`src/vec_rename_pkg.sv`:
```
/*
 * Shared sizes and types of the vector configuration rename block.
 * The vsetvl unit, the rename ring and the top level import this package.
 */
`default_nettype none

package vec_rename_pkg;

  // ----------------------------------------------------------------------
  // sizes
  // ----------------------------------------------------------------------
  // vector register length in bits
  localparam int VLEN = 128;
  // vl reaches VLEN at SEW 8 and LMUL 8, so it needs one extra bit
  localparam int VL_W = $clog2(VLEN) + 1;

  // rename ring depth
  localparam int VLVTYPE_REN_SIZE = 8;
  localparam int VLVTYPE_REN_IDX_W = $clog2(VLVTYPE_REN_SIZE);

  // ----------------------------------------------------------------------
  // plain vector types
  // ----------------------------------------------------------------------
  typedef logic [VLVTYPE_REN_IDX_W-1:0] vlvtype_ren_idx_t;
  typedef logic [VL_W-1:0]              vl_t;
  typedef logic [31:0]                  avl_t;

  // ----------------------------------------------------------------------
  // structs
  // ----------------------------------------------------------------------
  // vlmul follows the RISC-V encoding, 4 is reserved
  typedef struct packed {
    logic       vill;
    logic       vma;
    logic       vta;
    logic [2:0] vsew;
    logic [2:0] vlmul;
  } vtype_t;

  // value of one rename entry
  typedef struct packed {
    vl_t    vl;
    vtype_t vtype;
  } vlvtype_t;

  // result of the vsetvl unit for the entry it was allocated
  typedef struct packed {
    logic             valid;
    vlvtype_ren_idx_t index;
    vlvtype_t         vlvtype;
  } vlvtype_upd_t;

endpackage

`default_nettype wire

```
`src/vsetvl_unit.sv`:
```
/*
 * One-stage vsetvl execution. Derives vlmax from SEW and LMUL, clamps the
 * application vector length to it, and flags unsupported settings with
 * vill. The result leaves one cycle after issue as a table update.
 */
`timescale 1ns/10ps
`default_nettype none

module vsetvl_unit (
  input  wire logic                               i_clk,
  input  wire logic                               i_reset_n,

  // issue from the scheduler
  input  wire logic                               i_issue_valid,
  input  wire vec_rename_pkg::vlvtype_ren_idx_t   i_issue_index,
  input  wire vec_rename_pkg::avl_t               i_issue_avl,
  input  wire vec_rename_pkg::vtype_t             i_issue_vtype,

  // result to the rename table
  output vec_rename_pkg::vlvtype_upd_t            o_upd
);

  import vec_rename_pkg::*;

  vl_t              w_vlmax_sew;
  vl_t              w_vlmax;
  logic             w_sew_legal;
  logic             w_lmul_legal;
  logic             w_illegal;
  vlvtype_t         w_result;

  logic             r_upd_valid;
  vlvtype_ren_idx_t r_upd_index;
  vlvtype_t         r_upd_vlvtype;

  // ----------------------------------------------------------------------
  // vlmax for LMUL 1
  // ----------------------------------------------------------------------
  always_comb begin
    w_sew_legal = 1'b1;
    case (i_issue_vtype.vsew)
      3'd0:    w_vlmax_sew = vl_t'(VLEN / 8);
      3'd1:    w_vlmax_sew = vl_t'(VLEN / 16);
      3'd2:    w_vlmax_sew = vl_t'(VLEN / 32);
      3'd3:    w_vlmax_sew = vl_t'(VLEN / 64);
      default: begin
        // wider than 64 bits is not supported
        w_vlmax_sew = '0;
        w_sew_legal = 1'b0;
      end
    endcase
  end

  // ----------------------------------------------------------------------
  // scale by LMUL
  // ----------------------------------------------------------------------
  always_comb begin
    w_lmul_legal = 1'b1;
    case (i_issue_vtype.vlmul)
      3'd0:    w_vlmax = w_vlmax_sew;
      3'd1:    w_vlmax = w_vlmax_sew << 1;
      3'd2:    w_vlmax = w_vlmax_sew << 2;
      3'd3:    w_vlmax = w_vlmax_sew << 3;
      // fractional, 1/8 .. 1/2
      3'd5:    w_vlmax = w_vlmax_sew >> 3;
      3'd6:    w_vlmax = w_vlmax_sew >> 2;
      3'd7:    w_vlmax = w_vlmax_sew >> 1;
      default: begin
        w_vlmax      = '0;
        w_lmul_legal = 1'b0;
      end
    endcase
  end

  // ----------------------------------------------------------------------
  // new vl and vtype
  // ----------------------------------------------------------------------
  // zero vlmax only comes from a fraction too small for this SEW
  assign w_illegal = !w_sew_legal || !w_lmul_legal || (w_vlmax == '0);

  always_comb begin
    w_result = '0;
    if (w_illegal) begin
      w_result.vtype.vill = 1'b1;
    end else begin
      w_result.vtype      = i_issue_vtype;
      w_result.vtype.vill = 1'b0;
      if (i_issue_avl < avl_t'(w_vlmax)) begin
        w_result.vl = vl_t'(i_issue_avl);
      end else begin
        w_result.vl = w_vlmax;
      end
    end
  end

  // ----------------------------------------------------------------------
  // output register
  // ----------------------------------------------------------------------
  always_ff @(posedge i_clk or negedge i_reset_n) begin
    if (!i_reset_n) begin
      r_upd_valid <= 1'b0;
    end else begin
      r_upd_valid <= i_issue_valid;
    end
  end

  always_ff @(posedge i_clk) begin
    if (i_issue_valid) begin
      r_upd_index   <= i_issue_index;
      r_upd_vlvtype <= w_result;
    end
  end

  assign o_upd.valid   = r_upd_valid;
  assign o_upd.index   = r_upd_index;
  assign o_upd.vlvtype = r_upd_vlvtype;

endmodule

`default_nettype wire

```
`src/vlvtype_rename.sv`:
```
/*
 * Rename ring of vl/vtype entries. A dispatched vsetvl allocates the head
 * entry and makes it current, the vsetvl unit fills it in later, and
 * commits retire entries in order. CSR reads index the table directly.
 */
`timescale 1ns/10ps
`default_nettype none

module vlvtype_rename (
  input  wire logic                               i_clk,
  input  wire logic                               i_reset_n,

  // allocation from dispatch
  input  wire logic                               i_req_valid,
  output logic                                    o_req_full,
  output logic                                    o_req_ready,
  output vec_rename_pkg::vlvtype_ren_idx_t        o_req_index,
  output vec_rename_pkg::vlvtype_ren_idx_t        o_req_vsetvl_index,
  output vec_rename_pkg::vlvtype_t                o_req_vlvtype,

  // result of the vsetvl unit
  input  wire vec_rename_pkg::vlvtype_upd_t       i_upd,

  // in-order commit
  input  wire logic                               i_cmt_valid,
  input  wire logic                               i_cmt_dead,

  // csr read port
  input  wire vec_rename_pkg::vlvtype_ren_idx_t   i_csr_index,
  output vec_rename_pkg::vlvtype_t                o_csr_vlvtype
);

  import vec_rename_pkg::*;

  typedef logic [VLVTYPE_REN_SIZE-1:0] ren_flags_t;

  // ----------------------------------------------------------------------
  // state
  // ----------------------------------------------------------------------
  vlvtype_t         r_table [VLVTYPE_REN_SIZE];
  ren_flags_t       r_table_valid;
  ren_flags_t       r_table_ready;

  // head is the next free entry, curr the newest allocated one
  vlvtype_ren_idx_t r_head_ptr;
  vlvtype_ren_idx_t r_curr_index;
  vlvtype_ren_idx_t r_committed_ptr;

  logic             w_alloc;
  vlvtype_ren_idx_t w_cmt_next;

  assign o_req_full = &r_table_valid;
  assign w_alloc    = i_req_valid && !o_req_full;
  assign w_cmt_next = r_committed_ptr + vlvtype_ren_idx_t'(1);

  // ----------------------------------------------------------------------
  // pointers
  // ----------------------------------------------------------------------
  always_ff @(posedge i_clk or negedge i_reset_n) begin
    if (!i_reset_n) begin
      r_head_ptr      <= vlvtype_ren_idx_t'(1);
      r_curr_index    <= '0;
      r_committed_ptr <= '0;
    end else begin
      if (w_alloc) begin
        r_head_ptr   <= r_head_ptr + vlvtype_ren_idx_t'(1);
        r_curr_index <= r_head_ptr;
      end
      if (i_cmt_valid) begin
        r_committed_ptr <= w_cmt_next;
      end
    end
  end

  // ----------------------------------------------------------------------
  // per-entry flags
  // ----------------------------------------------------------------------
  always_ff @(posedge i_clk or negedge i_reset_n) begin
    if (!i_reset_n) begin
      // only entry 0 holds a live configuration out of reset
      r_table_valid <= ren_flags_t'(1);
      r_table_ready <= ren_flags_t'(1);
    end else begin
      // retiring entry hands its flags to its successor
      if (i_cmt_valid) begin
        r_table_valid[r_committed_ptr] <= 1'b0;
        r_table_ready[r_committed_ptr] <= 1'b0;
        r_table_valid[w_cmt_next] <= r_table_valid[w_cmt_next] |
                                     r_table_valid[r_committed_ptr];
        r_table_ready[w_cmt_next] <= r_table_ready[w_cmt_next] |
                                     r_table_ready[r_committed_ptr];
      end

      if (w_alloc) begin
        r_table_valid[r_head_ptr] <= 1'b1;
        r_table_ready[r_head_ptr] <= 1'b0;
      end

      if (i_upd.valid) begin
        r_table_ready[i_upd.index] <= 1'b1;
      end
    end
  end

  // ----------------------------------------------------------------------
  // entry values
  // ----------------------------------------------------------------------
  always_ff @(posedge i_clk or negedge i_reset_n) begin
    if (!i_reset_n) begin
      for (int i = 0; i < VLVTYPE_REN_SIZE; i++) begin
        r_table[i] <= '0;
      end
    end else begin
      // squashed vsetvl, the next entry falls back to the older value
      if (i_cmt_valid && i_cmt_dead) begin
        r_table[w_cmt_next] <= r_table[r_committed_ptr];
      end
      // a computed result wins over the copy on the same entry
      if (i_upd.valid) begin
        r_table[i_upd.index] <= i_upd.vlvtype;
      end
    end
  end

  // ----------------------------------------------------------------------
  // read side
  // ----------------------------------------------------------------------
  assign o_req_index        = r_curr_index;
  assign o_req_vsetvl_index = r_head_ptr;
  assign o_req_ready        = r_table_ready[r_curr_index];
  assign o_req_vlvtype      = r_table[r_curr_index];

  assign o_csr_vlvtype = r_table[i_csr_index];

endmodule

`default_nettype wire

```
`src/vec_rename_top.sv`:
```
/*
 * Top level of the vector configuration rename block. The vsetvl unit
 * feeds its results into the rename ring, which serves dispatch, commit
 * and CSR reads.
 */
`timescale 1ns/10ps
`default_nettype none

module vec_rename_top (
  input  wire logic                               i_clk,
  input  wire logic                               i_reset_n,

  // dispatch of a vsetvl
  input  wire logic                               i_req_valid,
  output logic                                    o_req_full,
  output logic                                    o_req_ready,
  output vec_rename_pkg::vlvtype_ren_idx_t        o_req_index,
  output vec_rename_pkg::vlvtype_ren_idx_t        o_req_vsetvl_index,
  output vec_rename_pkg::vlvtype_t                o_req_vlvtype,

  // vsetvl issue
  input  wire logic                               i_issue_valid,
  input  wire vec_rename_pkg::vlvtype_ren_idx_t   i_issue_index,
  input  wire vec_rename_pkg::avl_t               i_issue_avl,
  input  wire vec_rename_pkg::vtype_t             i_issue_vtype,

  // commit
  input  wire logic                               i_cmt_valid,
  input  wire logic                               i_cmt_dead,

  // csr read
  input  wire vec_rename_pkg::vlvtype_ren_idx_t   i_csr_index,
  output vec_rename_pkg::vlvtype_t                o_csr_vlvtype
);

  import vec_rename_pkg::*;

  // one-cycle update from the execution stage
  vlvtype_upd_t upd;

  // ----------------------------------------------------------------------
  // execution
  // ----------------------------------------------------------------------
  vsetvl_unit u_vsetvl_unit (
    .i_clk         (i_clk),
    .i_reset_n     (i_reset_n),
    .i_issue_valid (i_issue_valid),
    .i_issue_index (i_issue_index),
    .i_issue_avl   (i_issue_avl),
    .i_issue_vtype (i_issue_vtype),
    .o_upd         (upd)
  );

  // ----------------------------------------------------------------------
  // rename ring
  // ----------------------------------------------------------------------
  vlvtype_rename u_vlvtype_rename (
    .i_clk              (i_clk),
    .i_reset_n          (i_reset_n),
    .i_req_valid        (i_req_valid),
    .o_req_full         (o_req_full),
    .o_req_ready        (o_req_ready),
    .o_req_index        (o_req_index),
    .o_req_vsetvl_index (o_req_vsetvl_index),
    .o_req_vlvtype      (o_req_vlvtype),
    .i_upd              (upd),
    .i_cmt_valid        (i_cmt_valid),
    .i_cmt_dead         (i_cmt_dead),
    .i_csr_index        (i_csr_index),
    .o_csr_vlvtype      (o_csr_vlvtype)
  );

endmodule

`default_nettype wire

```
`config.mk`:
```
export PLATFORM = sky130hd
export DESIGN_NAME = vec_rename_top
export DESIGN_NICKNAME = d
export VERILOG_FILES = /design/src/vec_rename_pkg.sv /design/src/vsetvl_unit.sv /design/src/vlvtype_rename.sv /design/src/vec_rename_top.sv
export SDC_FILE = /design/constraint.sdc
export NUM_CORES = 1
export LEC_CHECK = 0
export BUFFER_PORTS_ARGS = -buffer_cell sky130_fd_sc_hd__buf_2
export CAP_MARGIN = 20
export CORE_ASPECT_RATIO = 1.2
export CORE_MARGIN = 2
export CORE_UTILIZATION = 65
export CTS_CLUSTER_SIZE = 25
export DETAILED_ROUTE_END_ITERATION = 10
export PLACE_DENSITY_LB_ADDON = 0.1
export REMOVE_ABC_BUFFERS = 1
export SETUP_SLACK_MARGIN = 0.3
export SLEW_MARGIN = 20
export SYNTH_ARGS = -nofsm -noshare
export SYNTH_HDL_FRONTEND = slang
export SYNTH_HIERARCHICAL = 1
export SYNTH_SLANG_ARGS = --single-unit
```
`constraint.sdc`:
```
create_clock -name i_clk -period 3.45 [get_ports i_clk]
set_input_delay 0.1725 -clock i_clk [delete_from_list [all_inputs] [get_ports i_clk]]
set_output_delay 0.1725 -clock i_clk [all_outputs]
set_load 0.02 [all_outputs]
```
==> impl_metrics.yaml <==
logic_synthesis:
  synth_edf_count: 20
  synth_cell_types: 74
  synth-seq-cells: 182
  yosysSeqAreaShare_pct: 37.7
  yosysWarningCount: 6
  synthFlopType: "dfrtp_1"
  async_reset_ff_share_pct: 89.0
  syn_area_per_cell_um2: 9.77
  syn_area_mm2: 0.0124
  synthCells: 1264
cts:
  post_cts_resized: 0
  cts_hold_buf: 4
  cts_inserted_buffers: 17
  cts_buffer_depth: 2
  post-cts-setup-buffer-count: 0
  cts_sinks: 182
  clock_latency_ns: 0.44
  h-tree-depth: 4
  cts_root_buf: "clkbuf_16"
  cts_tree: "done"
  clk_pin_slew_worst_paths_ns: 0.07
sta:
  clock_skew_ns: 0.00646
  period_share_pct: 79.8
  drv_slew: 0
  period_minus_slack_ns: 2.75
  max_freq_mhz: 363
  slew_headroom_pct: 31.2
  setup_viol: 0
  finalHoldViolCount: 0
  rsz0062_at_grt: "no"
  timing.hold.ws_ns: 0.0290
  worstMarginPinSlew_ns: 1.03
worst_setup_path:
  crit_buf_inv: 1
  cp_max_fo: 44
  worst_setup_path_end_kind: "register"
  slowest_delay_ns: 0.56
  crit_end: "u_vlvtype_rename/r_table_valid[1]"
  ff2ff_path_depth: 6
  start_kind: "register"
  crit_type: "reg -> reg"
  cp.arrival_ns: 3.04
  r2r-end: "u_vlvtype_rename/r_table_valid[1]"
  critPathTopFamily: "simple AND/OR/NAND/NOR gates"
  cp_slowest_cell: "buf_4"
  startpoint: "u_vlvtype_rename/r_committed_ptr[1]"
  crit_required_ns: 3.74
  crit_cells: 6
  reg2reg_from: "u_vlvtype_rename/r_committed_ptr[1]"
  rrSetupSlack_ns: 0.70
  path_cells: "buf_4 > nor2b_1 > a211oi_1 > o221ai_1 > nor4_4 > o21ai_0"
power:
  vdd_ir_drop_max_mv: 0.678
  p_total_mw: 13.7
  p_leak_nw: 4.98
  power_density_mw_per_mm2: 1010
placement:
  dp_hpwl_um: 22000
  io_buffer_count: 93
  gp_congestion: 0.914
min_path:
  hold_path_class: "in -> reg"
status:
  outcome: "complete, no violations"
floorplanning:
  core.rowCount: 55
  core_region_area_mm2: 0.0187
  num_io_pins: 95
  dieArea_mm2: 0.0201
  die_h_um: 155
  start_util_pct: 66.0
  die_w_um: 130
grt:
  grt_pass1_wl_um: 55000
  grtUsageTotal_pct: 36.1
  grt_pass1_vias: 10200
  grt-ovfl-total: 0
  grt_max_degree: 91
  grt_antenna_before_repair: 1
detailed_routing:
  ant_nets: 0
  drt_iter0_markers: 1271
  drt_wl_total_um: 35400
  drt-vias-per-instance: 6.77
  dr.pass1.iters: 6
  routedWlPerCell_um: 22.6
  dr_total_vias: 10600
  drc: 0
cells_and_area:
  mostFrequentLayoutCell: "nand2_1"
  final_cell_mix: "274 x nand2_1, 258 x o21ai_0, 155 x dfrtp_1"
  areaGrowthSynthToFinish_pct: 10.1
  fill_cells: 1405
  drive_gt1_share_pct: 26.2
  nets: 1358
flow_run:
  max_cap_viol_count: 0
==> flip-flops by register name, indices dropped and copies added, names as in the netlist <==
name / flops
u_vlvtype_rename/o_req_index: 3
u_vlvtype_rename/o_req_vsetvl_index: 3
u_vlvtype_rename/r_committed_ptr: 3
u_vlvtype_rename/r_table: 136
u_vlvtype_rename/r_table_ready: 8
u_vlvtype_rename/r_table_valid: 8
u_vsetvl_unit/o_upd: 17
u_vsetvl_unit/r_upd_index: 3
u_vsetvl_unit/r_upd_valid: 1
==> routing by layer <==
layer  up-vias  routed length (µm)  track usage (%)
li1       4714                   -                -
met4         0                1260             15.2
met1      5152               13500             48.4
met2       638               17200             57.3
met3       102                3450             8.15
met5         -                   0                0
==> area by class of cell <==
type                            count  area (µm²)  area share (%)
Inverter                           11        41.3           0.304
Clock inverter                     14         119           0.874
Antenna cell                        1        2.50          0.0184
Clock buffer                       18         429            3.16
Sequential cell                   182        4660            34.3
Multi-Input combinational cell    952        7190            52.8
Tap cell                          256         320            2.36
Timing Repair Buffer              132         837            6.16
==> power by group <==
part           switching, mW  internal, mW
Sequential              1.17          3.19
Combinational           4.06          3.47
Clock                  0.914         0.947
==> worst min path at each step <==
stage | from | to | slack, ns | depth (start not counted)
after global placement | i_reset_n | u_vlvtype_rename/r_table_ready[7] | 0.33 | 1
after floorplan | i_reset_n | u_vlvtype_rename/o_req_index[0] | -0.12 | 0
after global routing | i_issue_vtype[6] | u_vsetvl_unit/o_upd[6] | 0.007 | 2
after detailed placement | i_reset_n | u_vlvtype_rename/r_table_ready[6] | 0.33 | 1
after CTS | i_issue_vtype[6] | u_vsetvl_unit/o_upd[6] | 0.02 | 2
final | i_issue_vtype[6] | u_vsetvl_unit/o_upd[6] | 0.03 | 2
==> kinds of logic after synthesis <==
group	count (synthesis)	share of synthesized area [%]
and+or+nand+nor	394	14.2
DFF	182	37.7
buffers and inverters	130	4.66
AOI/OAI and AO/OA	338	15.1
muxes	203	26.9
adders and majority gates	9	0.912
xor gates and xnor gates	7	0.496
other	1	0.0304
==> synth_stat cells, types with 4 or more instances <==
cell	count	area share (%)
a211oi_1	7	0.43
a21oi_1	16	0.65
a221oi_1	6	0.43
a22oi_1	4	0.24
a31oi_1	6	0.30
and2_1	9	0.46
and3_1	4	0.20
buf_1	20	0.61
buf_2	30	1.2
buf_4	9	0.55
clkbuf_1	57	1.7
dfrtp_1	159	32
edfxtp_1	20	4.9
ha_1	9	0.91
inv_1	9	0.27
mux2_2	51	4.6
mux2i_1	54	4.4
mux4_2	98	18
nand2_1	274	8.3
nand2b_1	12	0.61
nand3_1	7	0.28
nand4_1	5	0.25
nor2_1	25	0.76
nor2b_1	6	0.30
nor3_1	16	0.65
nor4_1	8	0.41
o21ai_0	258	10
o21ai_1	6	0.24
o22ai_1	4	0.20
o31ai_1	6	0.36
xnor2_1	4	0.28
==> metrics by stage <==
step / instances / cell area, µm² / TNS, ns / worst slack [ns] / util [%]
final: 1566 / 13600 / 0 / 0.696 / 72.7
after detailed placement: 1529 / 13000 / 0 / 0.600 / 69.5
after global routing: 1565 / 13600 / 0 / 0.571 / 72.6
after floorplan: 1145 / 11800 / -169.88 / -1.76 / -
after global placement: 1529 / 13000 / 0 / 0.629 / 69.5
after CTS: 1565 / 13600 / 0 / 0.722 / 72.6
Note: power is estimated with default switching activity, not from simulation.
